### src/tinyriscv_pkg.sv
// RIB bus shared definitions
`default_nettype none

package tinyriscv_pkg;

    // bus widths
    localparam int MemAddrBus = 32;  // address bits
    localparam int MemBus     = 32;  // data bits

    typedef logic [MemAddrBus-1:0] mem_addr_t;  // one bus address
    typedef logic [MemBus-1:0]     mem_data_t;  // one bus data word

    // fixed words
    localparam mem_data_t ZeroWord = 32'h0000_0000;
    localparam mem_data_t INST_NOP = 32'h0000_0013;  // addi x0, x0, 0

    // pipeline hold levels
    localparam logic HoldEnable  = 1'b1;
    localparam logic HoldDisable = 1'b0;

    // write strobe levels
    localparam logic WriteEnable  = 1'b1;
    localparam logic WriteDisable = 1'b0;

    // region codes, matched against address bits 31:28
    localparam logic [3:0] SlaveRom   = 4'h0;  // instruction store
    localparam logic [3:0] SlaveRam   = 4'h1;  // data ram
    localparam logic [3:0] SlaveTimer = 4'h2;  // timer
    localparam logic [3:0] SlaveGpio  = 4'h3;  // gpio

    // memory sizes in words
    localparam int RomDepth = 256;
    localparam int RamDepth = 256;

    // timer register offsets
    localparam mem_addr_t TimerCtrl  = 32'h0000_0000;  // en, irq en, pending
    localparam mem_addr_t TimerCount = 32'h0000_0004;  // running count
    localparam mem_addr_t TimerValue = 32'h0000_0008;  // compare value

    // gpio register offsets
    localparam mem_addr_t GpioOut = 32'h0000_0000;  // output register
    localparam mem_addr_t GpioIn  = 32'h0000_0004;  // synchronised input

endpackage

`default_nettype wire
### src/gpio.sv
// Memory-mapped GPIO
`timescale 1ns/1ns
`default_nettype none

module gpio (
    input  wire                           clk,
    input  wire                           arst_n_i,
    input  wire tinyriscv_pkg::mem_addr_t addr_i,
    input  wire tinyriscv_pkg::mem_data_t data_i,
    input  wire                           we_i,
    output tinyriscv_pkg::mem_data_t      data_o,
    output tinyriscv_pkg::mem_data_t      gpio_o,
    input  wire tinyriscv_pkg::mem_data_t gpio_i
);
    import tinyriscv_pkg::*;

    mem_data_t out_q;   // output register
    mem_data_t meta_q;  // first sync stage
    mem_data_t sync_q;  // second sync stage

    always_ff @(posedge clk or negedge arst_n_i) begin
        if (!arst_n_i) begin
            out_q <= ZeroWord;
        end else if ((we_i == WriteEnable) && (addr_i == GpioOut)) begin
            out_q <= data_i;
        end
    end

    // pins are asynchronous to clk
    always_ff @(posedge clk) begin
        meta_q <= gpio_i;
        sync_q <= meta_q;
    end

    always_comb begin
        case (addr_i)
            GpioOut: data_o = out_q;
            GpioIn:  data_o = sync_q;
            default: data_o = ZeroWord;
        endcase
    end

    assign gpio_o = out_q;

endmodule

`default_nettype wire

### config.mk
export PLATFORM = sky130hd
export DESIGN_NAME = gpio
export DESIGN_NICKNAME = d
export VERILOG_FILES = /design/src/tinyriscv_pkg.sv /design/src/gpio.sv
export SDC_FILE = /design/constraint.sdc
export NUM_CORES = 1
export LEC_CHECK = 0
export BUFFER_PORTS_ARGS = -buffer_cell sky130_fd_sc_hd__buf_2
export CAP_MARGIN = 40
export CORE_UTILIZATION = 30
export CTS_BUF_LIST = sky130_fd_sc_hd__clkbuf_2 sky130_fd_sc_hd__clkbuf_4 sky130_fd_sc_hd__clkbuf_8
export DETAILED_ROUTE_END_ITERATION = 8
export GPL_ROUTABILITY_DRIVEN = 0
export PLACE_DENSITY = 0.66
export SLEW_MARGIN = 10
export SYNTH_ARGS = -nofsm -noshare
export SYNTH_HDL_FRONTEND = slang
export SYNTH_SLANG_ARGS = --single-unit
### constraint.sdc
create_clock -name clk -period 1.6 [get_ports clk]
set_input_delay 0.08 -clock clk [delete_from_list [all_inputs] [get_ports clk]]
set_output_delay 0.08 -clock clk [all_outputs]
set_load 0.05 [all_outputs]
==> flow_summary_export.csv <==
group,metric,value,unit
critical_path,critPathMaxFanout,12,
die,die_w,102.7,µm
final_layout,synthToLayoutAreaGrowth,71.63,%
critical_path,cp-startpoint,"addr_i[24]",
die,coreArea,9819,µm²
final_layout,drive_above_1_share,0.5633,
synth,ys_ff_latch,96,
synth,synth_area_leaders,"dfxtp_1 (42%), dfrtp_1 (26%), mux2_2 (11%)",
synth,synth_cells,216,
cts,cts-root-buf,"clkbuf_8",
power_and_ir_drop,power.total,4.634,mW
timing,fmax,0.6507,GHz
synth,synth_top_area_frac,0.4211,
die,start_util,0.3099,
power_and_ir_drop,p_int,3.672,mW
routing,ant_nets,0,
die,row_count,36,
power_and_ir_drop,power.switching,0.9627,mW
routing,drtIter0Drc,24,
cts,cts_buffer_depth,2,
synth,synth_area_leader_cell,"dfxtp_1",
status,status,"complete, no violations",
synth,synth_cell_types,15,
place,postPlaceCellArea,4125,µm²
timing,period_minus_slack,1.537,ns
timing,rsz0062_at_grt,"yes",
cts,cts.htree.levels,3,
die,ioPinCount,163,
routing,drc,0,
flow_run,maxCapViolCount,0,
place,portBuffers,162,
power_and_ir_drop,switching_share,0.2077,
final_layout,antenna_cells,0,
power_and_ir_drop,p_leak,2.591,nW
power_and_ir_drop,power_density,887.4,nW/µm²
routing,routed_wl,8287,µm
power_and_ir_drop,sequentialPowerShare,0.540,
grt,grt_max_degree,33,
die,die-area,10550,µm²
critical_path,endpoint_kind,"primary output",
routing,viasPerCell,4.222,
cts,cts_sinks,96,
final_layout,fin_area,5223,µm²
die,die_y,102.7,µm
timing,max_slew.worst_pin.slew,0.4172,ns
cts,clkTransAtPathRegs,0.09,ns
routing,wl_met3,522,µm
routing,firstDrtPassIters,3,
routing,dr_total_vias,2495,
grt,gr-total-overflow,0,
final_layout,finalNetCount,552,
cts,clock_latency,0.35,ns
synth,synth_nets,315,
min_path,hp-class,"in2async",
power_and_ir_drop,irDropWorstVdd,0.4754,mV
timing,fin_crit_sh,0.9605,
critical_path,crit_type,"in2out",
synth,ys_seq_area_frac,0.6842,
cts,cts_tree,"yes",
grt,grt_usage,0.1566,
routing,topRoutingLayerUsed,"met4",
cts,numCtsBuffers,9,
timing,finalSetupViolCount,0,
timing,final_hold_viol_count,0,
synth,avgSynthCellArea,14.09,µm²
critical_path,crit_path_start_kind,"input port",
timing,drv_slew,0,
synth,yosys_warnings,0,
timing,max-slew-margin-rel,0.7218,
grt,grt_pass1_wl,12100,µm
grt,grt_pass1_vias,2561,
critical_path,worst_ep_required_time,1.52,ns
synth,syn_area,3043,µm²
place,hpwlAfterDp,5051,µm
critical_path,crit_arrival,1.46,ns
grt,antenna_found_initial,0,
critical_path,r2r-start,"gpio_o[17]",
routing,met1_length,3309,µm
timing,fin_tns_setup,0,ns
routing,dr_wl_met2,4383,µm
power_and_ir_drop,combPwrFrac,0.078,
timing,skew,0.01000,ns
routing,wire_per_inst,14.02,µm
power_and_ir_drop,clockPowerShare,0.382,
worst max-delay path, stage by stage:
cell and delay, ns:
buf_2 0.12, nor4_4 0.26, nand4_1 0.17, or2_4 0.31, buf_12 0.17, nor2_2 0.14
buf_6 0.17
cell families (layout without fill, tap and decap cells):
family        after synthesis  count (layout)  share of synthesized area
buf+inv                    12             254                    0.02343
flops                      96              96                     0.6842
mux                        64              64                     0.2237
simple gates               44              44                    0.06867
flip-flops by register name, indices dropped and copies added (netlist names):
register,flops
sync_q,32
meta_q,32
gpio_o,32
synthesized netlist by cell type, drive strengths merged:
| cell | count |
|---|---|
| nor3 | 1 |
| clkbuf | 5 |
| dfrtp | 32 |
| nor2 | 32 |
| nand4 | 2 |
| nor4 | 8 |
| mux2i | 32 |
| dfxtp | 64 |
| inv | 1 |
| or2 | 1 |
| buf | 6 |
| mux2 | 32 |
routing by layer:
metal / vias to the layer above / GRT usage
li1: 1205 / -
met1: 1164 / 0.1689
met2: 118 / 0.2897
met3: 8 / 0.03797
met4: 0 / 0.06813
met5: - / 0
through the flow:
| step | util | hold WS [ns] | std cells | setup WS, ns |
|---|---|---|---|---|
| floorplan | - | -0.2156 | 216 | -0.09443 |
| global placement | 0.4201 | 0.05606 | 508 | -0.2145 |
| detailed placement | 0.4201 | 0.05525 | 508 | -0.2677 |
| CTS | 0.5273 | 0.1879 | 590 | 0.02099 |
| global route | 0.5319 | 0.2224 | 591 | -0.02235 |
| finish | 0.5319 | 0.2074 | 591 | 0.06317 |
final timing paths:
| path | slack [ns] | end | depth (start not counted) |
|---|---|---|---|
| max | 0.06 | data_o[30] | 7 |
| max in group asynchronous | 1.20 | gpio_o[21] | 3 |
| max reg2reg | 0.80 | gpio_o[17] | 1 |
| min | 0.21 | gpio_o[14] | 3 |
| min in group clk | 0.32 | sync_q[2] | 0 |
| min reg2reg | 0.32 | sync_q[2] | 0 |
what timing repair did:
item | in CTS | in global routing
hold buffers | 65 | 0
pin swaps | 3 | 3
endpoints found under the setup margin | 32 | 32
gates cloned | 1 | 0
gates resized for setup | 49 | 6
hold endpoints to repair | 96 | 0
buffers inserted | 1 | 1
power by group through the flow:
stage | clock [mW] | combinational [mW] | sequential, mW
after floorplan | 0 | 0.0708 | 2.55
after global placement | 0 | 0.222 | 2.56
after detailed placement | 0 | 0.226 | 2.56
after CTS | 1.84 | 0.352 | 2.50
after global routing | 1.95 | 0.393 | 2.51
final | 1.77 | 0.361 | 2.50
final cells by class:
class                   count  area [µm²]
clock inverters             5       86.33
inverters                   1       3.754
clock buffers              11       145.1
fillers                   838        4597
well taps                 133       166.4
repair buffers            237        1715
multi-input cells         108        1023
flip-flops and latches     96        2082
cells in the final DEF (no fill, tap or decap), drive strengths merged:
cell,count
nor2,32
clkbuf,11
mux2i,32
mux2,32
or2,1
bufinv,2
nand4,2
dfxtp,64
inv,3
buf,172
nor3,1
clkinv,1
dlygate4sd3,65
nor4,8
dfrtp,32
No activity file was read; power rests on OpenSTA's default activity.
