--- src/tinyriscv_pkg.sv ---
// RIB bus shared definitions
`default_nettype none

package tinyriscv_pkg;

    // bus widths
    localparam int MemAddrBus = 32;  // address bits
    localparam int MemBus     = 32;  // data bits

    typedef logic [MemAddrBus-1:0] mem_addr_t;  // one bus address
    typedef logic [MemBus-1:0]     mem_data_t;  // one bus data word

    // fixed words
    localparam mem_data_t ZeroWord = 32'h0000_0000;
    localparam mem_data_t INST_NOP = 32'h0000_0013;  // addi x0, x0, 0

    // pipeline hold levels
    localparam logic HoldEnable  = 1'b1;
    localparam logic HoldDisable = 1'b0;

    // write strobe levels
    localparam logic WriteEnable  = 1'b1;
    localparam logic WriteDisable = 1'b0;

    // region codes, matched against address bits 31:28
    localparam logic [3:0] SlaveRom   = 4'h0;  // instruction store
    localparam logic [3:0] SlaveRam   = 4'h1;  // data ram
    localparam logic [3:0] SlaveTimer = 4'h2;  // timer
    localparam logic [3:0] SlaveGpio  = 4'h3;  // gpio

    // memory sizes in words
    localparam int RomDepth = 256;
    localparam int RamDepth = 256;

    // timer register offsets
    localparam mem_addr_t TimerCtrl  = 32'h0000_0000;  // en, irq en, pending
    localparam mem_addr_t TimerCount = 32'h0000_0004;  // running count
    localparam mem_addr_t TimerValue = 32'h0000_0008;  // compare value

    // gpio register offsets
    localparam mem_addr_t GpioOut = 32'h0000_0000;  // output register
    localparam mem_addr_t GpioIn  = 32'h0000_0004;  // synchronised input

endpackage

`default_nettype wire
--- src/rib.sv ---
// RIB system bus
`timescale 1ns/1ns
`default_nettype none

module rib (
    // master 0, core data port
    input  wire tinyriscv_pkg::mem_addr_t m0_addr_i,
    input  wire tinyriscv_pkg::mem_data_t m0_data_i,
    output tinyriscv_pkg::mem_data_t      m0_data_o,
    input  wire                           m0_req_i,
    input  wire                           m0_we_i,
    // master 1, core fetch port
    input  wire tinyriscv_pkg::mem_addr_t m1_addr_i,
    input  wire tinyriscv_pkg::mem_data_t m1_data_i,
    output tinyriscv_pkg::mem_data_t      m1_data_o,
    input  wire                           m1_req_i,
    input  wire                           m1_we_i,
    // master 2, debug port
    input  wire tinyriscv_pkg::mem_addr_t m2_addr_i,
    input  wire tinyriscv_pkg::mem_data_t m2_data_i,
    output tinyriscv_pkg::mem_data_t      m2_data_o,
    input  wire                           m2_req_i,
    input  wire                           m2_we_i,
    // master 3, serial loader
    input  wire tinyriscv_pkg::mem_addr_t m3_addr_i,
    input  wire tinyriscv_pkg::mem_data_t m3_data_i,
    output tinyriscv_pkg::mem_data_t      m3_data_o,
    input  wire                           m3_req_i,
    input  wire                           m3_we_i,
    // slave 0, instruction store
    output tinyriscv_pkg::mem_addr_t      s0_addr_o,
    output tinyriscv_pkg::mem_data_t      s0_data_o,
    input  wire tinyriscv_pkg::mem_data_t s0_data_i,
    output logic                          s0_we_o,
    // slave 1, data ram
    output tinyriscv_pkg::mem_addr_t      s1_addr_o,
    output tinyriscv_pkg::mem_data_t      s1_data_o,
    input  wire tinyriscv_pkg::mem_data_t s1_data_i,
    output logic                          s1_we_o,
    // slave 2, timer
    output tinyriscv_pkg::mem_addr_t      s2_addr_o,
    output tinyriscv_pkg::mem_data_t      s2_data_o,
    input  wire tinyriscv_pkg::mem_data_t s2_data_i,
    output logic                          s2_we_o,
    // slave 3, gpio
    output tinyriscv_pkg::mem_addr_t      s3_addr_o,
    output tinyriscv_pkg::mem_data_t      s3_data_o,
    input  wire tinyriscv_pkg::mem_data_t s3_data_i,
    output logic                          s3_we_o,

    output logic                          hold_flag_o  // stalls the pipeline
);
    import tinyriscv_pkg::*;

    logic [1:0] grant;      // index of the owning master
    mem_addr_t  sel_addr;   // owner's address
    mem_addr_t  sel_offs;   // address with region nibble cleared
    mem_data_t  sel_wdata;  // owner's write data
    logic       sel_we;     // owner's write strobe
    mem_data_t  sel_rdata;  // read data of the addressed slave
    logic       sel_hit;    // owner hit a mapped region

    // fixed priority 3 > 0 > 2 > 1, master 1 is the fallback owner
    always_comb begin
        if (m3_req_i) begin
            grant       = 2'd3;
            hold_flag_o = HoldEnable;
        end else if (m0_req_i) begin
            grant       = 2'd0;
            hold_flag_o = HoldEnable;
        end else if (m2_req_i) begin
            grant       = 2'd2;
            hold_flag_o = HoldEnable;
        end else begin
            grant       = 2'd1;  // owns the bus even without a request
            hold_flag_o = HoldDisable;
        end
    end

    // steer the owner onto the shared bus
    always_comb begin
        case (grant)
            2'd0: begin
                sel_addr  = m0_addr_i;
                sel_wdata = m0_data_i;
                sel_we    = m0_we_i;
            end
            2'd2: begin
                sel_addr  = m2_addr_i;
                sel_wdata = m2_data_i;
                sel_we    = m2_we_i;
            end
            2'd3: begin
                sel_addr  = m3_addr_i;
                sel_wdata = m3_data_i;
                sel_we    = m3_we_i;
            end
            default: begin
                sel_addr  = m1_addr_i;
                sel_wdata = m1_data_i;
                sel_we    = m1_we_i;
            end
        endcase
    end

    assign sel_offs = {4'h0, sel_addr[MemAddrBus-5:0]};

    // region decode, only the addressed slave sees the access
    always_comb begin
        s0_addr_o = ZeroWord;
        s1_addr_o = ZeroWord;
        s2_addr_o = ZeroWord;
        s3_addr_o = ZeroWord;
        s0_data_o = ZeroWord;
        s1_data_o = ZeroWord;
        s2_data_o = ZeroWord;
        s3_data_o = ZeroWord;
        s0_we_o   = WriteDisable;
        s1_we_o   = WriteDisable;
        s2_we_o   = WriteDisable;
        s3_we_o   = WriteDisable;
        sel_rdata = ZeroWord;
        sel_hit   = 1'b1;
        case (sel_addr[MemAddrBus-1 -: 4])
            SlaveRom: begin
                s0_addr_o = sel_offs;
                s0_data_o = sel_wdata;
                s0_we_o   = sel_we;
                sel_rdata = s0_data_i;
            end
            SlaveRam: begin
                s1_addr_o = sel_offs;
                s1_data_o = sel_wdata;
                s1_we_o   = sel_we;
                sel_rdata = s1_data_i;
            end
            SlaveTimer: begin
                s2_addr_o = sel_offs;
                s2_data_o = sel_wdata;
                s2_we_o   = sel_we;
                sel_rdata = s2_data_i;
            end
            SlaveGpio: begin
                s3_addr_o = sel_offs;
                s3_data_o = sel_wdata;
                s3_we_o   = sel_we;
                sel_rdata = s3_data_i;
            end
            default: sel_hit = 1'b0;  // unmapped, write dropped
        endcase
    end

    // read data back to the owner, everyone else idles
    always_comb begin
        m0_data_o = ZeroWord;
        m1_data_o = INST_NOP;
        m2_data_o = ZeroWord;
        m3_data_o = ZeroWord;
        if (sel_hit) begin
            case (grant)
                2'd0:    m0_data_o = sel_rdata;
                2'd2:    m2_data_o = sel_rdata;
                2'd3:    m3_data_o = sel_rdata;
                default: m1_data_o = sel_rdata;
            endcase
        end
    end

endmodule

`default_nettype wire

--- config.mk ---
export PLATFORM = sky130hd
export DESIGN_NAME = rib
export DESIGN_NICKNAME = d
export VERILOG_FILES = /design/src/tinyriscv_pkg.sv /design/src/rib.sv
export SDC_FILE = /design/constraint.sdc
export NUM_CORES = 1
export LEC_CHECK = 0
export BUFFER_PORTS_ARGS = -buffer_cell sky130_fd_sc_hd__buf_4
export CAP_MARGIN = 20
export CORE_AREA = 2 2 307 309
export DETAILED_ROUTE_END_ITERATION = 7
export DIE_AREA = 0 0 309 311
export GPL_TIMING_DRIVEN = 0
export REMOVE_ABC_BUFFERS = 1
export SLEW_MARGIN = 20
export SYNTH_ARGS = -nofsm -noshare
export SYNTH_HDL_FRONTEND = slang
export SYNTH_SLANG_ARGS = --single-unit
--- constraint.sdc ---
create_clock -name vclk -period 4.64
set_input_delay 1.392 -clock vclk [all_inputs]
set_output_delay 1.392 -clock vclk [all_outputs]
set_load 0.01 [all_outputs]
==> results by group, run 1 <==
Outcome
  – Result of the run: finished with violations
  – Failing checks: setup timing

Synth
  – Avg Synthesized Cell Area: 5.17 µm²
  – Synthesized cell area: 0.00564 mm²
  – Seq/Total Area, Yosys: 0%
  – Yosys cell types: 33
  – Warnings, synthesis: 0
  – Post-Syn Instances: 1,090

Timing
  – Final hold viol count: 0
  – Fin crit share: 109%
  – Tightest Pin Transition: 1.12 ns
  – Unrepaired setup endpoints after global routing: yes
  – Fmax: 198 MHz
  – Max-slew violation count: 0
  – Setup TNS: -107.28 ns
  – Final worst slack: -0.412 ns
  – Setup violators final: 372
  – Minimum clock period: 5.05 ns
  – Slew margin rel.: 24.9%

Floorplanning
  – Height of the chip: 311 µm
  – IO Pins: 781
  – Die width: 309 µm
  – Die area: 0.0961 mm²
  – # rows: 112
  – Core box area: 0.0928 mm²
  – Starting density of the core: 6.08%

Flow run
  – Total of max-cap violations: 0

GRT
  – GR Overflow Total: 0
  – First-pass GRT wire length: 106,000 µm
  – Largest net degree at the start of global routing: 117
  – Total GRT Usage: 16.1%
  – Vias in the first global route: 11,917
  – Initial antenna violation count: 21

Detailed routing
  – Iter 0 DRT Violations: 926
  – Final WL: 84,600 µm
  – DR WL/cell: 26.7 µm
  – Routed vias: 12,601
  – First-pass DRT Iterations: 7
  – DRC Markers: 0
  – Via density: 3.98
  – Antenna Nets Post-Route: 0

Placement
  – Placed inst area: 0.0131 mm²
  – Detailed Place HPWL: 55,300 µm
  – IO Port Bufs: 764
  – GP Congestion: 0.831
  – Setup WS pre-CTS: -1.51 ns

Critical path
  – Crit start category: primary input
  – Critical Path RT: 3.25 ns
  – CP Data Arrival Time: 3.66 ns
  – Worst Setup SP: m3_req_i
  – Crit Path Class: primary input to output pin
  – Worst setup EP type: output pin
  – Worst Setup EP: m3_data_o[4]
  – CP Max Fanout: 9

Cells and area
  – Final Util: 19.5%
  – CLK BUF: 0
  – Commonest non-fill, non-tap cells in the layout: buf_4 (644), buf_6 (182), nor2_4 (179)
  – Sequential cell area: 0 µm²
  – Synth-to-layout area growth: 220%
  – Layout cell share with drive strength beyond 1: 67.3%
  – Commonest non-fill, non-tap cell in the layout: buf_4
  – Nets: 2,288
  – Design area: 0.0181 mm²
  – Seq_cells: 0

CTS
  – Cts hold-fix bufs: 0

Power
  – Power per cell area: 116 mW/mm²
  – Worst vdd ir: 0.0000816 V
  – Pleak: 7.23 nW

Min path
  – Hold crit path type: primary input to output pin
## worst max-delay path: stages
cell and delay (ns):
buf_16 0.14, or3_4 0.37, or4b_4 0.52, a21boi_4 0.19
buf_12 0.13, buf_12 0.11, clkbuf_16 0.16, buf_6 0.11
a22oi_2 0.06, buf_4 0.18, nor2b_4 0.11, buf_6 0.15
## power breakdown
group                total, W  leakage [nW]  switching [W]    internal [W]
Clock          0.000000000274      0.000117              0  0.000000000274
Combinational         0.00210          7.23        0.00118        0.000922
Sequential                  0             0              0               0
## worst min-delay path by stage
stage                  startpoint      endpoint  slack [ns]  cells past startpoint
finish               m1_data_i[1]  s3_data_o[1]        3.23                      4
global route         m1_data_i[1]  s3_data_o[1]        3.24                      4
CTS                  m1_data_i[1]  s3_data_o[1]        3.23                      4
detailed placement  m1_addr_i[31]  m1_data_o[1]        3.11                      4
global placement    m1_addr_i[31]  m1_data_o[0]        3.11                      4
floorplan                m3_req_i  m3_data_o[0]        2.92                      1
## through the flow
| stage | instances | power (W) | hold WS [ns] |
|---|---|---|---|
| floorplan | 954 | 0.000469 | 2.92 |
| global placement | 2972 | 0.00129 | 3.11 |
| detailed placement | 3014 | 0.00138 | 3.11 |
| CTS | 3127 | 0.00198 | 3.23 |
| global route | 3162 | 0.00222 | 3.24 |
| finish | 3166 | 0.00210 | 3.23 |
## synthesized netlist by cell type, types with 2 or more instances
master	instances	area, µm²
nor3b_1	3	22.5
or4_1	2	15.0
or3_1	2	12.5
a22oi_1	96	721
buf_2	31	155
nand2_1	131	492
nand2b_1	2	12.5
o21ai_0	123	616
o211ai_1	64	480
o311ai_0	64	561
nand2_2	2	12.5
nand2_4	2	22.5
o22ai_1	61	382
buf_4	20	150
nor2_1	339	1270
clkbuf_1	88	330
buf_1	11	41.3
nor2b_1	34	213
## timing repair
action / in CTS / in global routing
cloned: 47 / 3
pin swaps: 138 / 83
gates resized for setup: 537 / 280
buffers inserted: 67 / 27
setup endpoints to repair: 372 / 372
## layout make-up
type	count	area, µm²
fillers	10454	74700
multi-input cells	973	7400
repair buffers	920	9030
inverters	1	5.00
diodes	18	45.0
well taps	1254	1570
## cells by family (layout without fill, tap and decap cells)
group	after synthesis	in the layout	synth area share [%]
AOI/OAI and AO/OA	414	414	50.1
buffers and inverters	152	921	12.3
and+or+nand+nor	523	543	37.6
other	1	34	0.0665
## routing by layer
layer	routed length (µm)	track usage [%]	part of all wire, %
met1	33500	19.0	40
met2	42900	29.1	51
met3	4920	2.52	5.8
met4	3240	5.43	3.8
met5	0	0	0
(Power assumes the default switching activity.)
==> inputs of run 2 (changes only) <==
BUFFER_PORTS_ARGS = default   (was -buffer_cell sky130_fd_sc_hd__buf_4)
DONT_BUFFER_PORTS = 1   (was default)
==> run 2 against run 1 <==
Compared with the run above: the flow still finishes with violations (setup timing); critical path depth fell by 7; sequential share of layout area unchanged; first-iteration DRC count up 17%; power fell by 34%; combinational power shrank 34%; worst setup slack worse by 0.040 ns; non-clock buffer count shrank 798; utilization decreased by 7.7 points; maximum frequency shrank 0.78%; final cell count shrank 26%; count of clock-buffer cells in the layout unchanged; critical path type unchanged.
==> results by group, run 2 (synthesis gave the netlist of run 1 again) <==
Power
  – Pleak: 2.81 nW (-61%)
  – Comb pwr share: 100.0% (about the same)
  – Switching Fraction: 68.5% (+12 points)
  – Cell internal pwr: 0.000439 W (-52%)
  – Reg power frac: 0% (unchanged)
  – Clock power share: 0% (unchanged)
  – Power per cell area: 128 mW/mm² (+9.7%)
  – Worst vdd ir: 0.0000550 V (-33%)
  – Pwr Total: 0.00139 W (-34%)
  – Sw power: 0.000953 W (-19%)

Cells and area
  – Nets: 1,488 (-35%)
  – Seq_cells: 0 (unchanged)
  – Synth-to-layout area growth: 93.4%
  – CLK BUF: 0 (unchanged)
  – Multi-input gate area: 0.00748 mm² (+1.0%)
  – Fillers: 10,772 (+3.0%)
  – Fin cells: 2,354 (-26%)
  – Commonest non-fill, non-tap cells in the layout: nor2_4 (184), nand2_1 (126), nor2_2 (120)
  – Commonest non-fill, non-tap cell in the layout: nor2_4
  – Sequential cell area: 0 µm² (unchanged)
  – Layout cell share with drive strength beyond 1: 50.0% (-17 points)
  – Design area: 0.0109 mm² (-40%)

Critical path
  – CP Max Fanout: 231 (+222)
  – Cell family with most CP delay: compound AO/OA/AOI/OAI gates
  – CP max stage delay: 0.96 ns (+0.44 ns)
  – Crit Path Class: primary input to output pin
  – CP Data Arrival Time: 3.70 ns (+0.04 ns)
  – Critical Path RT: 3.25 ns (about the same)
  – Crit-path cells: or3_4 -> buf_12 -> buf_16 -> o21ai_1 -> nor2_1
  – Crit start category: primary input
  – Crit path buf inv count: 2 (-5)
  – Worst setup EP type: output pin
  – Crit-path slowest cell: o21ai_1

Detailed routing
  – Final WL: 79,500 µm (-6.0%)
  – DR WL/cell: 33.8 µm (+26%)
  – Routed vias: 9,600 (-24%)
  – DRC Markers: 0 (unchanged)
  – Via density: 4.08 (+2.5%)
  – Antenna Nets Post-Route: 0 (unchanged)
  – Iter 0 DRT Violations: 1,083 (+17%)
  – First-pass DRT Iterations: 6 (-1)

Floorplanning
  – Height of the chip: 311 µm (unchanged)
  – Core box area: 0.0928 mm² (unchanged)
  – Die area: 0.0961 mm² (unchanged)
  – IO Pins: 781 (unchanged)
  – Starting density of the core: 6.08% (unchanged)
  – # rows: 112 (unchanged)
  – Die width: 309 µm (unchanged)

Timing
  – Setup TNS: -115.94 ns (-8.66 ns)
  – Setup violators final: 372 (unchanged)
  – Slew margin rel.: 2.91% (-22 points)
  – Minimum clock period: 5.09 ns (+0.0397 ns)
  – Tightest Pin Transition: 1.44 ns (+0.321 ns)
  – Final worst slack: -0.451 ns (-0.0397 ns)
  – Final hold viol count: 0 (unchanged)
  – Max-slew violation count: 0 (unchanged)
  – Unrepaired setup endpoints after global routing: yes
  – Fmax: 196 MHz (-0.78%)
  – Fin crit share: 110% (+0.86 points)

Outcome
  – Failing checks: setup timing
  – Result of the run: finished with violations

Placement
  – GP Congestion: 0.951 (+14%)
  – Detailed Place HPWL: 56,800 µm (+2.8%)
  – Placed insts: 2,241 (-26%)
  – Placed inst area: 0.00716 mm² (-45%)
  – IO Port Bufs: 0 (-100%)

GRT
  – Total GRT Usage: 14.6% (-1.5 points)
  – First-pass GRT wire length: 93,600 µm (-12%)
  – Initial antenna violation count: 11 (-48%)
  – Vias in the first global route: 8,602 (-28%)
  – Largest net degree at the start of global routing: 232 (+98%)
  – GR Overflow Total: 0 (unchanged)

Flow run
  – Total of max-cap violations: 0 (unchanged)

Min path
  – Hold crit path type: primary input to output pin
==> run 2: changes by cell type in the layout (fill, tap and decap cells not counted), sizes merged <==
cell and change:
nor2b -1, buf -800, bufbuf -4, or3 +1, nand2 -1, and2 -1, diode -12, clkbuf +6
==> run 2: final timing paths <==
| check | startpoint | endpoint | depth (start not counted) |
|---|---|---|---|
| max | m3_req_i | s3_addr_o[0] | 5 |
| min | m3_req_i | m3_data_o[22] | 1 |
==> run 2: layout make-up <==
class,instances,share of cell area (%)
Antenna cell,6,0.138
Multi-Input combinational cell,971,68.6
Timing Repair Buffer,122,16.8
Tap cell,1254,14.4
Inverter,1,0.0459
==> run 2: power by group through the flow <==
stage,registers [W],clock network [W],logic (W)
floorplan,0,0,0.000469
global placement,0,0,0.000786
detailed placement,0,0,0.000854
CTS,0,0,0.00126
global route,0,0.000000000144,0.00148
finish,0,0.000000000174,0.00139
==> run 2: routing by layer <==
metal / global-route usage [%] / up-vias / wire length (µm)
met3: 3.36 / 121 / 6400
met4: 3.02 / 6 / 2100
li1: - / 3980 / -
met2: 26.7 / 792 / 40600
met1: 17.2 / 4701 / 30400
met5: 0 / - / 38
==> run 2: what timing repair did <==
action	CTS	global route
pin swaps	98	46
gates resized for setup	455	219
setup buffers	41	30
hold buffers	0	0
gates cloned	27	10
setup endpoints to repair	372	372
==> run 2: per-stage QoR <==
step	utilization (%)	hold WS, ns	worst slack, ns
after floorplan	-	2.92	-4.13
after global placement	7.09	2.95	-9.90
after detailed placement	7.72	2.95	-1.32
after CTS	10.5	2.94	-0.323
after global routing	11.8	2.96	-0.315
final	11.8	2.95	-0.451
