`config.mk`:
```
export PLATFORM = sky130hd
export DESIGN_NAME = timer
export DESIGN_NICKNAME = d
export VERILOG_FILES = /design/src/tinyriscv_pkg.sv /design/src/timer.sv
export SDC_FILE = /design/constraint.sdc
export NUM_CORES = 1
export LEC_CHECK = 0
export ABC_AREA = 1
export BUFFER_PORTS_ARGS = -buffer_cell sky130_fd_sc_hd__buf_2
export CORE_ASPECT_RATIO = 1.25
export CORE_UTILIZATION = 52
export CTS_CLUSTER_DIAMETER = 60
export DETAILED_ROUTE_END_ITERATION = 12
export HOLD_SLACK_MARGIN = 0.06
export PLACE_DENSITY = 0.77
export SYNTH_ARGS = -nofsm -noshare
export SYNTH_HDL_FRONTEND = slang
export SYNTH_SLANG_ARGS = --single-unit
```
`constraint.sdc`:
```
create_clock -name clk -period 1.4 [get_ports clk]
set_input_delay 0.28 -clock clk [delete_from_list [all_inputs] [get_ports clk]]
set_output_delay 0.28 -clock clk [all_outputs]
set_load 0.05 [all_outputs]
```
`src/tinyriscv_pkg.sv`:
```
// RIB bus shared definitions
`default_nettype none

package tinyriscv_pkg;

    // bus widths
    localparam int MemAddrBus = 32;  // address bits
    localparam int MemBus     = 32;  // data bits

    typedef logic [MemAddrBus-1:0] mem_addr_t;  // one bus address
    typedef logic [MemBus-1:0]     mem_data_t;  // one bus data word

    // fixed words
    localparam mem_data_t ZeroWord = 32'h0000_0000;
    localparam mem_data_t INST_NOP = 32'h0000_0013;  // addi x0, x0, 0

    // pipeline hold levels
    localparam logic HoldEnable  = 1'b1;
    localparam logic HoldDisable = 1'b0;

    // write strobe levels
    localparam logic WriteEnable  = 1'b1;
    localparam logic WriteDisable = 1'b0;

    // region codes, matched against address bits 31:28
    localparam logic [3:0] SlaveRom   = 4'h0;  // instruction store
    localparam logic [3:0] SlaveRam   = 4'h1;  // data ram
    localparam logic [3:0] SlaveTimer = 4'h2;  // timer
    localparam logic [3:0] SlaveGpio  = 4'h3;  // gpio

    // memory sizes in words
    localparam int RomDepth = 256;
    localparam int RamDepth = 256;

    // timer register offsets
    localparam mem_addr_t TimerCtrl  = 32'h0000_0000;  // en, irq en, pending
    localparam mem_addr_t TimerCount = 32'h0000_0004;  // running count
    localparam mem_addr_t TimerValue = 32'h0000_0008;  // compare value

    // gpio register offsets
    localparam mem_addr_t GpioOut = 32'h0000_0000;  // output register
    localparam mem_addr_t GpioIn  = 32'h0000_0004;  // synchronised input

endpackage

`default_nettype wire
```
`src/timer.sv`:
```
// Memory-mapped timer
`timescale 1ns/1ns
`default_nettype none

module timer (
    input  wire                           clk,
    input  wire                           arst_n_i,
    input  wire tinyriscv_pkg::mem_addr_t addr_i,
    input  wire tinyriscv_pkg::mem_data_t data_i,
    input  wire                           we_i,
    output tinyriscv_pkg::mem_data_t      data_o,
    output logic                          timer_irq_o
);
    import tinyriscv_pkg::*;

    mem_data_t ctrl_q;   // bit 0 en, bit 1 irq en, bit 2 pending
    mem_data_t count_q;  // running count
    mem_data_t value_q;  // compare value
    logic      ctrl_wr;
    logic      value_wr;
    logic      hit;      // count reached compare
    logic      pend_clr; // write one to clear

    assign ctrl_wr  = (we_i == WriteEnable) && (addr_i == TimerCtrl);
    assign value_wr = (we_i == WriteEnable) && (addr_i == TimerValue);
    assign hit      = ctrl_q[0] && (count_q == value_q);
    assign pend_clr = ctrl_wr && data_i[2];

    // counter, wraps to zero on a match
    always_ff @(posedge clk or negedge arst_n_i) begin
        if (!arst_n_i) begin
            count_q <= ZeroWord;
        end else if (hit) begin
            count_q <= ZeroWord;
        end else if (ctrl_q[0]) begin
            count_q <= count_q + 1'b1;
        end
    end

    // ctrl, pending is sticky until cleared by software
    always_ff @(posedge clk or negedge arst_n_i) begin
        if (!arst_n_i) begin
            ctrl_q <= ZeroWord;
        end else begin
            if (ctrl_wr) begin
                ctrl_q[MemBus-1:3] <= data_i[MemBus-1:3];
                ctrl_q[1:0]        <= data_i[1:0];
            end
            if (pend_clr) begin
                ctrl_q[2] <= 1'b0;  // clear beats a new match
            end else if (hit) begin
                ctrl_q[2] <= 1'b1;
            end
        end
    end

    always_ff @(posedge clk or negedge arst_n_i) begin
        if (!arst_n_i) begin
            value_q <= ZeroWord;
        end else if (value_wr) begin
            value_q <= data_i;
        end
    end

    // register readback
    always_comb begin
        case (addr_i)
            TimerCtrl:  data_o = ctrl_q;
            TimerCount: data_o = count_q;
            TimerValue: data_o = value_q;
            default:    data_o = ZeroWord;
        endcase
    end

    assign timer_irq_o = ctrl_q[2] & ctrl_q[1];  // level irq

endmodule

`default_nettype wire

```
==> run summary, run 1 <==
Worst endpoint type: top-level output
Mapped Cells: 997
Num rows: 45
Last stage reached: global routing
H-tree levels: 3
Total gr overflow: 1,720
Largest net degree at the start of global routing: 41
Sinks on Clock Net: 96
Error: [ERROR GRT-0232] Routing congestion too high. Check the congestion heatmap in the GUI.
Top cell type's share of synthesized area: 37.34%
Status: did not finish
Synthesized cell area: 0.006434 sq mm
Seq/Total Area, Yosys: 37.34%
Yosys warnings: 0
GR repair worst EP: data_o[29]
Number of buffers created by CTS: 9
Starting Density: 53.15%
Clock Tree Root: clkbuf_16
DP HPWL: 16.58 mm
Number of port buffers: 99
Die Ht: 126.4 um
Post-Syn Nets: 1,065
Area post-placement: 0.008994 sq mm
Syn avg cell area: 6.453 sq um
Synth unique cells: 26
Die W: 101.5 um
Top-level I/O count: 100
Clk buf depth: 2
Dpl ws: -0.6299 ns
Synthesized flop and latch total: 96
Top cells by area, synth: dfrtp_1 (37%), nand2_1 (21%), nand3_1 (15%)
Yosys top cell by area: dfrtp_1
Total track usage: 109.4%
GP Congestion: 0.9885
==> timing repair <==
action | in CTS
hold buffers | 1
resized for setup | 234
buffers inserted | 28
hold endpoints to repair | 17
endpoints found under the setup margin | 98
pin swaps | 28
gates cloned | 6
==> cell usage after synthesis <==
| cell | n |
|---|---|
| a21oi_1 | 4 |
| and2_1 | 4 |
| and3_1 | 2 |
| buf_2 | 28 |
| buf_4 | 2 |
| buf_6 | 2 |
| clkbuf_1 | 13 |
| dfrtp_1 | 96 |
| ha_1 | 1 |
| inv_1 | 87 |
| inv_2 | 7 |
| nand2_1 | 358 |
| nand2_2 | 4 |
| nand3_1 | 191 |
| nand3_2 | 1 |
| nand4_1 | 15 |
| nor2_1 | 109 |
| nor2_2 | 25 |
| nor2_4 | 2 |
| nor3_1 | 7 |
| nor3_2 | 4 |
| nor3b_4 | 1 |
| o21ai_0 | 4 |
| o21ai_1 | 3 |
| xnor2_1 | 7 |
| xor2_1 | 20 |
==> per-stage QoR <==
step / hold slack (ns) / util (%) / std cells
2_1_floorplan: -0.01559 / - / 997
3_3_place_gp: 0.1988 / 74.29 / 1399
3_5_place_dp: 0.1960 / 74.29 / 1399
4_1_cts: 0.1603 / 86.78 / 1448
==> metal layers <==
metal / track usage (%) / GRT overflow
met1: 93.26 / 9
met2: 154.5 / 1395
met3: 73.72 / 11
met4: 122.6 / 305
met5: 34.01 / 0
==> logic make-up after synthesis <==
group	after synthesis	share of synthesized area, %
compound gates	11	0.8557
fa+ha+maj	1	0.1944
flops	96	37.34
simple gates	723	48.93
buf+inv	139	9.004
xor+xnor	27	3.676
==> run 2: changes to the inputs <==
- CORE_ASPECT_RATIO: 1.25 -> default
- CORE_UTILIZATION: 52 -> 40
- CTS_CLUSTER_DIAMETER: 60 -> default
- HOLD_SLACK_MARGIN: 0.06 -> default
- PLACE_DENSITY: 0.77 -> default
- PLACE_DENSITY_LB_ADDON: default -> 0.15
- clock period: 1.4 -> 1.82 ns (I/O delays scaled with it)
==> run summary, run 2 <==
Status: finished, violations left
Failing checks: negative setup slack
Top-level I/O count: 100 (unchanged)
Most used DFF post-synth: dfrtp_1
Num rows: 45 (unchanged)
Antenna violations before repair: 0
First-pass GRT wire length: 33.82 mm
DP HPWL: 16.16 mm (-2.5%)
Final hold viol count: 0
CP Capture Type: output pin
Starting DRT DRC Count: 540
Leakage: 0.004899 uW
RSZ-0062 raised after global routing: yes
Fin nets: 1,220
Clk pin slew, worst setup/hold paths: 0.07 ns
Min cycle time layout: 2.121 ns
H-tree levels: 3 (unchanged)
Logic pwr share: 4.7%
Vias/cell: 5.091
Maximum capacitance violations: 0
Power Total: 4240 uW
Drt total wl: 21.97 mm
Mapped Cells: 997 (unchanged)
Final setup vio count: 32
Area post-placement: 0.008009 sq mm (-11%)
Part of the power in registers: 50.2%
Switching share of power: 24.93%
Worst Path Arrival: 1.76 ns
Most frequent cells in the layout: nand2_1 (331), nand3_1 (143), nor2_1 (99), inv_1 (86), dfrtp_1 (78)
Synthesized flop and latch total: 96 (unchanged)
Clk buf depth: 2 (unchanged)
CP required: 1.46 ns
ANT cells: 0
Share of cells above drive strength 1: 30.77%
Clk pwr share: 45.0%
CP startpoint: addr_i[10]
Core region area: 0.01543 sq mm
FF-to-FF path depth: 10
Critical path destination: data_o[21]
Total track usage: 26.75%
Average wire per standard cell: 16.06 um
Top cell type's share of synthesized area: 37.34% (unchanged)
Number of global-route vias before repair: 6,378
Design area: 0.009204 sq mm
Switching pwr: 1057 uW
Clk_lat worst skew: 0.36 ns
Crit Reg-Reg Endpoint: count_q[5]$_DFFE_PN0P_
Period utilization: 116.5%
Post-Syn Nets: 1,065 (unchanged)
Yosys top cell by area: dfrtp_1
Worst Tran Pin Value: 0.4162 ns
Worst IR Drop VDD: 0.4163 mV
WHS: 0.2479 ns
GP Congestion: 0.9272 (-6.2%)
Synthesized cell area: 0.006434 sq mm (unchanged)
Starting Density: 41.70% (-11 points)
Most frequent cell after synthesis: nand2_1
DRC errors left: 0
CP max FO: 8
Fillers: 1,478
Top cells by area, synth: dfrtp_1 (37%), nand2_1 (21%), nand3_1 (15%)
Max-slew violations: 0
Total gr overflow: 0
CP Launch Type: primary input
Largest regs: count_q: 32 flops, ctrl_q: 32 flops, value_q: 32 flops
CTS tree: yes
Largest net degree at the start of global routing: 41
Number of buffers created by CTS: 9 (unchanged)
Via count: 6,964
FF-to-FF setup slack: 0.07 ns
Fmax: 471.5 MHz
Pre-Repair DR Iteration Count: 5
PD cells: 460.7 mW/mm^2
Max-slew headroom: 72.25%
Setup CP Type: in -> out
Final WS setup: -0.3010 ns
Detail Route Antenna Nets: 0
Sinks on Clock Net: 96 (unchanged)
Clock Tree Root: clkbuf_16
Cell Int Power: 3183 uW
Number of port buffers: 99 (unchanged)
Synth unique cells: 26 (unchanged)
R2r startpoint: count_q[20]$_DFFE_PN0P_
Seq/Total Area, Yosys: 37.34% (unchanged)
Yosys warnings: 0 (unchanged)
Asr flop ratio synth: 100.0% (unchanged)
Die W: 128.8 um (+27%)
Syn avg cell area: 6.453 sq um (unchanged)
EDFF count, synth: 0 (unchanged)
Die footprint: 0.01660 sq mm
Clock Skew: 0.006104 ns
Most common cell after layout, fill and taps aside: nand2_1
Setup tns final: -8.193 ns
Hold crit path type: in -> reg
Area Growth Syn to Fin: 43.06%
Die Ht: 128.8 um (+2.0%)
Synth cell count leaders: nand2_1 (358), nand3_1 (191), nor2_1 (109), dfrtp_1 (96), inv_1 (87)
[run 2: how the worst min path moves through the flow]
stage | from | endpoint | cells after the start
2_1_floorplan | arst_n_i | count_q[0]$_DFFE_PN0P_ | 0
3_3_place_gp | arst_n_i | value_q[3]$_DFFE_PN0P_ | 1
3_5_place_dp | arst_n_i | value_q[3]$_DFFE_PN0P_ | 1
4_1_cts | data_i[29] | ctrl_q[29]$_DFFE_PN0P_ | 3
5_1_grt | data_i[29] | ctrl_q[29]$_DFFE_PN0P_ | 3
6_report | data_i[22] | ctrl_q[22]$_DFFE_PN0P_ | 3
[run 2: through the flow]
stage                     std cells  worst slack [ns]  util (%)
after floorplan                 997         -0.003925         -
after global placement         1326           -0.4263     51.91
after detailed placement       1326           -0.4430     51.91
after CTS                      1343           -0.2807     55.40
after global routing           1368           -0.4093     59.66
final                          1368           -0.3010     59.66
[run 2: metal layers]
layer	track usage (%)	vias up	part of all wire (%)
met5	0	-	0
met2	41.05	246	46
li1	-	3450	-
met3	3.950	26	6.7
met1	38.89	3242	46
met4	7.889	0	1.5
[run 2: cell families after synthesis]
kind of cell / share of synthesized area [%]
adders and majority gates: 0.1944
and+or+nand+nor: 48.93
xor gates and xnor gates: 3.676
DFF: 37.34
buffers and inverters: 9.004
AOI/OAI and AO/OA: 0.8557
[run 2: timing repair]
item	in CTS	in global routing
pin swaps	2	19
gates cloned	0	4
gates resized for setup	72	112
hold buffers	1	0
setup endpoints to repair	32	60
buffers inserted	0	21
hold endpoints to repair	13	0
[run 2: cell type report]
type	count	area, sq um	area share, %
clock buffer	9	225.2	2.447
clock inverter	7	71.32	0.7749
inverter	94	352.8	3.834
multi-input combinational	762	4141	45.00
sequential	96	2425	26.35
tap	211	264.0	2.868
timing repair buffer	189	1724	18.73
[run 2: power groups by stage]
stage          clock network (uW)  registers [uW]  logic (uW)
2_1_floorplan                   0            2170        32.3
3_3_place_gp                    0            2170         187
3_5_place_dp                    0            2170         187
4_1_cts                      1950            2130         190
5_1_grt                      2030            2130         222
6_report                     1910            2130         200
[run 2: worst max-delay path, stage by stage]
cell and delay, ns:
buf_6 0.10, nor2_4 0.10, nand2_2 0.07, nor2_4 0.13, nand4_1 0.15, nor2_4 0.20, buf_6 0.15, clkbuf_16 0.19
nand2_4 0.06, nand3_4 0.09, buf_8 0.15
Power figures use the tool's default switching activity.
==> run 3: changes to the inputs <==
- ABC_AREA: 1 -> default
==> run summary, run 3 <==
Total track usage: 23.22% (-3.5 points)
Hold crit path type: in -> reg
Fin nets: 741 (-39%)
Final setup vio count: 97 (+200%)
Slowest CP cell: nor4_4
Synthesized flop and latch total: 96 (unchanged)
Die W: 116.1 um (-9.9%)
Area Growth Syn to Fin: 61.02%
First-pass GRT wire length: 23.59 mm (-30%)
Most frequent cell after synthesis: dfrtp_1
Final hold viol count: 0 (unchanged)
Post-Syn Nets: 566 (-47%)
Most frequent cells in the layout: dfrtp_1 (93), buf_4 (71), mux2_2 (59), buf_2 (55), buf_6 (50)
Largest net degree at the start of global routing: 37 (-9.8%)
CP Launch Type: primary input
Worst Tran Pin Value: 0.6340 ns (+0.2178 ns)
Yosys warnings: 0 (unchanged)
Clock Tree Root: clkbuf_16
Period utilization: 126.5% (+10 points)
Number of port buffers: 99 (unchanged)
Buffers & Inverters on Critical Path: 5 (+1)
CP Capture Type: output pin
CP Cell Sequence: buf_2, nor4_4, nand4_1, buf_6, nor3_4, buf_4, clkbuf_16, nand2_1, o21ai_4, buf_6
Clk pin slew, worst setup/hold paths: 0.07 ns (about the same)
Worst IR Drop VDD: 0.4296 mV (+3.2%)
Clk buf depth: 2 (unchanged)
Antenna violations before repair: 0 (unchanged)
Die footprint: 0.01348 sq mm (-19%)
EDFF count, synth: 0 (unchanged)
Power Total: 4503 uW (+6.2%)
Top cell type's share of synthesized area: 46.14% (+8.8 points)
DRC errors left: 0 (unchanged)
Top cells by area, synth: dfrtp_1 (46%), mux2_2 (13%), xor2_1 (6.6%)
Starting Density: 41.09% (-0.61 points)
Top-level I/O count: 100 (unchanged)
RSZ-0062 raised after global routing: yes
R2r startpoint: value_q[22]$_DFFE_PN0P_
Total gr overflow: 0 (unchanged)
Detail Route Antenna Nets: 0 (unchanged)
Final WS setup: -0.4825 ns (-0.1815 ns)
Starting DRT DRC Count: 203 (-62%)
Hold Crit Start: data_i[2]
Setup tns final: -24.22 ns (-16.03 ns)
Synth unique cells: 40 (+54%)
Core Util, Final: 66.16% (+6.5 points)
Largest stage delay, worst path: 0.27 ns (+0.07 ns)
Maximum capacitance violations: 0 (unchanged)
ANT cells: 0 (unchanged)
Die Ht: 116.1 um (-9.9%)
Syn avg cell area: 10.45 sq um (+62%)
WHS: 0.2137 ns (-0.03416 ns)
Status: finished, violations left
Clk_lat worst skew: 0.35 ns (about the same)
Min cycle time layout: 2.303 ns (+0.1815 ns)
Drt total wl: 16.27 mm (-26%)
Core region area: 0.01267 sq mm (-18%)
Failing checks: negative setup slack
CP most frequent cell: buf_6
Vias/cell: 5.354 (+5.2%)
Max-slew headroom: 57.74% (-15 points)
Asr flop ratio synth: 100.0% (unchanged)
CP startpoint: addr_i[4]
CP required: 1.46 ns (about the same)
Share of cells above drive strength 1: 59.14% (+28 points)
GP Congestion: 0.8636 (-6.9%)
Yosys top cell by area: dfrtp_1
Fin cells: 850 (-38%)
Max-slew violations: 0 (unchanged)
Placed insts: 797 (-40%)
Clock Skew: 0.01047 ns (+0.004366 ns)
CP max FO: 8 (unchanged)
Seq/Total Area, Yosys: 46.14% (+8.8 points)
Leakage: 0.003985 uW (-19%)
Synth cell count leaders: dfrtp_1 (96), mux2_2 (60), nand2_1 (42), xor2_1 (39), nor2_1 (37)
Pre-Repair DR Iteration Count: 4 (-1)
Setup CP Type: in -> out
Number of buffers created by CTS: 9 (unchanged)
Worst Path Arrival: 1.94 ns (+0.18 ns)
Crit path max-delay family: buffers and inverters
Sinks on Clock Net: 96 (unchanged)
Num rows: 41 (-8.9%)
Most common cell after layout, fill and taps aside: dfrtp_1
H-tree levels: 3 (unchanged)
Synthesized cell area: 0.005206 sq mm (-19%)
Most used DFF post-synth: dfrtp_1
Fmax: 434.3 MHz (-7.9%)
Mapped Cells: 498 (-50%)
Number of global-route vias before repair: 4,644 (-27%)
Largest regs: count_q: 32 flops, ctrl_q: 32 flops, value_q: 32 flops
Via count: 4,551 (-35%)
CTS tree: yes
DP HPWL: 10.12 mm (-37%)
Average wire per standard cell: 19.14 um (+19%)
PD cells: 537.2 mW/mm^2 (+17%)
-- run 3: changes by cell type after synthesis, sizes merged, moves of 6 or more --
| cell | change |
|---|---|
| xnor2 | +13 |
| nand3 | -184 |
| clkbuf | +9 |
| inv | -82 |
| xor2 | +19 |
| nor4 | +24 |
| o21ai | +26 |
| mux2i | +32 |
| nand2 | -320 |
| buf | -19 |
| nor2 | -99 |
| mux2 | +63 |
| or4 | +6 |
-- run 3: path summary, 6_finish.rpt --
kind / cells past startpoint / to / slack (ns)
worst max-delay path: 10 / data_o[31] / -0.48
worst min-delay path: 2 / ctrl_q[2]$_DFFE_PN0P_ / 0.21
worst max register to register: 7 / count_q[14]$_DFFE_PN0P_ / -0.16
worst min register to register: 1 / ctrl_q[14]$_DFFE_PN0P_ / 0.49
max in group asynchronous: 3 / value_q[4]$_DFFE_PN0P_ / 0.78
min in group asynchronous: 2 / value_q[17]$_DFFE_PN0P_ / 0.48
-- run 3: where the power goes --
| part | switching, uW | total [uW] | internal [uW] |
|---|---|---|---|
| Sequential | 0.0000205 | 2130 | 2130 |
| Combinational | 118 | 220 | 102 |
| Clock | 868 | 2150 | 1280 |
| Total | 985 | 4500 | 3520 |
-- run 3: stage by stage --
step | area [sq um] | setup WS [ns]
6_report | 8383 | -0.4825
3_3_place_gp | 6784 | -0.5374
5_1_grt | 8383 | -0.5710
3_5_place_dp | 6784 | -0.5754
2_1_floorplan | 5712 | -0.3300
4_1_cts | 7657 | -0.4453
-- run 3: worst register-to-register path, cell delays in order, from the launching register on --
cell,delay (ns)
dfrtp_2,0.46
inv_1,0.13
o221ai_4,0.12
or4_4,0.50
nor3_4,0.27
buf_6,0.18
buf_12,0.17
nor2_4,0.04
-- run 3: repair_timing --
| action | in CTS | in global routing |
|---|---|---|
| gates resized for setup | 108 | 116 |
| setup buffers | 15 | 13 |
| gates cloned | 2 | 7 |
| endpoints found under the setup margin | 95 | 128 |
| pin swaps | 29 | 30 |
| hold buffers | 1 | 0 |
| endpoints found under the hold margin | 26 | 0 |
-- run 3: area by class of cell --
type / instances / area (sq um)
clock buffers: 12 / 256.5
clock inverters: 4 / 76.32
fillers: 950 / 4288
inverters: 12 / 50.05
multi-input cells: 355 / 3552
flip-flops and latches: 96 / 2406
well taps: 172 / 215.2
repair buffers: 199 / 1827
-- run 3: kinds of logic after synthesis --
family / synth area share [%]
AO/OA/AOI/OAI: 4.350
AND/OR/NAND/NOR: 15.86
multiplexers: 19.78
buffers and inverters: 3.701
adder cells (fa/ha/maj): 0.2403
XOR/XNOR: 9.926
flip-flops: 46.14
-- run 3: layer usage --
metal	vias up	part of all wire [%]	global-route usage (%)	routed length, um
met3	26	4.0	3.400	657
li1	2091	-	-	-
met2	132	51	41.19	8244
met1	2302	43	29.06	6978
met4	0	2.4	7.350	386
met5	-	0	0	0
==> run 4: changes to the inputs <==
==> constraint.sdc (replaced) <==
create_clock -name clk -period 1.82 [get_ports clk]
set_input_delay 0.091 -clock clk [delete_from_list [all_inputs] [get_ports clk]]
set_output_delay 0.091 -clock clk [all_outputs]
set_load 0.05 [all_outputs]
==> run summary, run 4 (synthesized netlist as in run 3, its figures left out) <==
Status: finished, violations left
Failing checks: negative hold slack, negative setup slack
Die footprint: 0.01348 sq mm (unchanged)
CP max FO: 7 (-1)
Die W: 116.1 um (unchanged)
First-pass GRT wire length: 22.82 mm (-3.3%)
Clk buf depth: 2 (unchanged)
Slowest CP cell: or4_4
Final setup vio count: 56 (-42%)
Sinks on Clock Net: 96 (unchanged)
CP Launch Type: flip-flop
Area Growth Syn to Fin: 51.41%
Final WS setup: -0.07782 ns (+0.4047 ns)
DRC errors left: 0 (unchanged)
Detail Route Antenna Nets: 0 (unchanged)
Power Total: 4449 uW (-1.2%)
Drt total wl: 15.22 mm (-6.4%)
Fin nets: 750 (+1.2%)
Hold Crit Start: data_i[23]
FF-to-FF path depth: 5 (-2)
Clk pin slew, worst setup/hold paths: 0.07 ns (about the same)
Max-slew violations: 0 (unchanged)
Core region area: 0.01267 sq mm (unchanged)
Clock Tree Root: clkbuf_16
ANT cells: 0 (unchanged)
Critical path destination: count_q[22]$_DFFE_PN0P_
Crit path max-delay family: simple AND/OR/NAND/NOR gates
Max-slew headroom: 59.35% (+1.6 points)
Largest net degree at the start of global routing: 97 (+160%)
DP HPWL: 9.697 mm (-4.1%)
H-tree levels: 3 (unchanged)
CP Capture Type: flip-flop
Largest regs: count_q: 32 flops, ctrl_q: 32 flops, value_q: 32 flops
Design area: 0.007883 sq mm (-6.0%)
Number of buffers created by CTS: 9 (unchanged)
CP most frequent cell: or4_4
Fillers: 1,034 (+8.8%)
Final hold viol count: 1 (+1)
GP Congestion: 0.8522 (-1.3%)
Placed insts: 794 (-0.38%)
Most common cell after layout, fill and taps aside: dfrtp_1
Total gr overflow: 0 (unchanged)
CP required: 2.11 ns (+0.65 ns)
CTS tree: yes
Clock Skew: 0.01124 ns (+0.0007676 ns)
Starting DRT DRC Count: 222 (+9.4%)
Buffers & Inverters on Critical Path: 1 (-4)
Vias/cell: 5.207 (-2.7%)
Maximum capacitance violations: 0 (unchanged)
Number of global-route vias before repair: 4,643 (-0.022%)
Clk_lat worst skew: 0.36 ns (about the same)
Hold crit path type: in -> reg
Period utilization: 104.3% (-22 points)
Worst Tran Pin Value: 0.6098 ns (-0.02416 ns)
Via count: 4,473 (-1.7%)
Most frequent cells in the layout: dfrtp_1 (92), buf_4 (65), buf_2 (61), mux2_2 (60), buf_6 (42)
Average wire per standard cell: 17.72 um (-7.4%)
FF-to-FF setup slack: -0.08 ns (+0.08 ns)
Top-level I/O count: 100 (unchanged)
WHS: -0.001345 ns (-0.2150 ns)
Leakage: 0.003964 uW (-0.53%)
CP Cell Sequence: buf_4, nand4_4, or4_4, or4_4, a21oi_2
R2r startpoint: count_q[4]$_DFFE_PN0P_
Worst IR Drop VDD: 0.4694 mV (+9.3%)
Pre-Repair DR Iteration Count: 4 (unchanged)
Antenna violations before repair: 0 (unchanged)
Total track usage: 22.56% (-0.66 points)
Min cycle time layout: 1.898 ns (-0.4047 ns)
Footprint of the multi-input gates: 0.003112 sq mm (-12%)
PD cells: 564.5 mW/mm^2 (+5.1%)
Worst Path Arrival: 2.19 ns (+0.25 ns)
Area post-placement: 0.006475 sq mm (-4.6%)
Fin cells: 859 (+1.1%)
Starting Density: 41.09% (unchanged)
Die Ht: 116.1 um (unchanged)
Num rows: 41 (unchanged)
CP startpoint: count_q[4]$_DFFE_PN0P_
RSZ-0062 raised after global routing: yes
Reg area: 0.002407 sq mm (about the same)
Largest stage delay, worst path: 0.62 ns (+0.35 ns)
Crit Reg-Reg Endpoint: count_q[22]$_DFFE_PN0P_
Number of port buffers: 99 (unchanged)
Share of cells above drive strength 1: 50.22% (-8.9 points)
Setup CP Type: reg -> reg
WP depth: 5 (-5)
Fmax: 526.9 MHz (+21%)
-- run 4: worst min path at each step --
stage                                         end  slack [ns]  cells past startpoint
after global placement    value_q[24]$_DFFE_PN0P_        0.19                      2
after detailed placement  value_q[27]$_DFFE_PN0P_        0.19                      2
after global routing       ctrl_q[12]$_DFFE_PN0P_       0.006                      2
after floorplan            count_q[0]$_DFFE_PN0P_       -0.20                      0
final                      ctrl_q[23]$_DFFE_PN0P_      -0.001                      2
after CTS                  ctrl_q[23]$_DFFE_PN0P_     0.00005                      2
-- run 4: layout make-up --
cell class	instances	area share [%]
timing repair buffer	208	22.60
sequential	96	30.54
clock inverter	6	1.175
multi-input combinational	355	39.48
tap	172	2.730
clock buffer	10	2.905
inverter	12	0.5714
-- run 4: timing repair --
item	4_1_cts	5_1_grt
buffers inserted	6	9
endpoints found under the setup margin	63	64
hold endpoints to repair	151	0
hold buffers	29	0
gates resized for setup	30	139
cloned	2	3
pin swaps	0	25
-- run 4: per-stage QoR --
step                TNS (ns)  utilization [%]  worst slack [ns]
finish                -1.618            62.21          -0.07782
global route          -7.026            62.21           -0.1448
floorplan             -4.372                -           -0.3483
detailed placement    -8.210            51.10           -0.1656
CTS                  -0.1119            57.30          -0.08107
global placement      -5.447            51.10           -0.1051
-- run 4: routing by layer --
| layer | GRT usage, % | wire length [um] | vias up |
|---|---|---|---|
| met4 | 8.718 | 313 | 0 |
| met5 | 0 | 0 | - |
| met2 | 38.69 | 7787 | 94 |
| li1 | - | - | 2117 |
| met3 | 4.603 | 536 | 23 |
| met1 | 27.92 | 6585 | 2239 |
-- run 4: power by group --
group,total (uW),switching [uW],internal [uW]
Sequential,2130,0.0000244,2130
Combinational,247,121,126
Clock,2070,858,1210
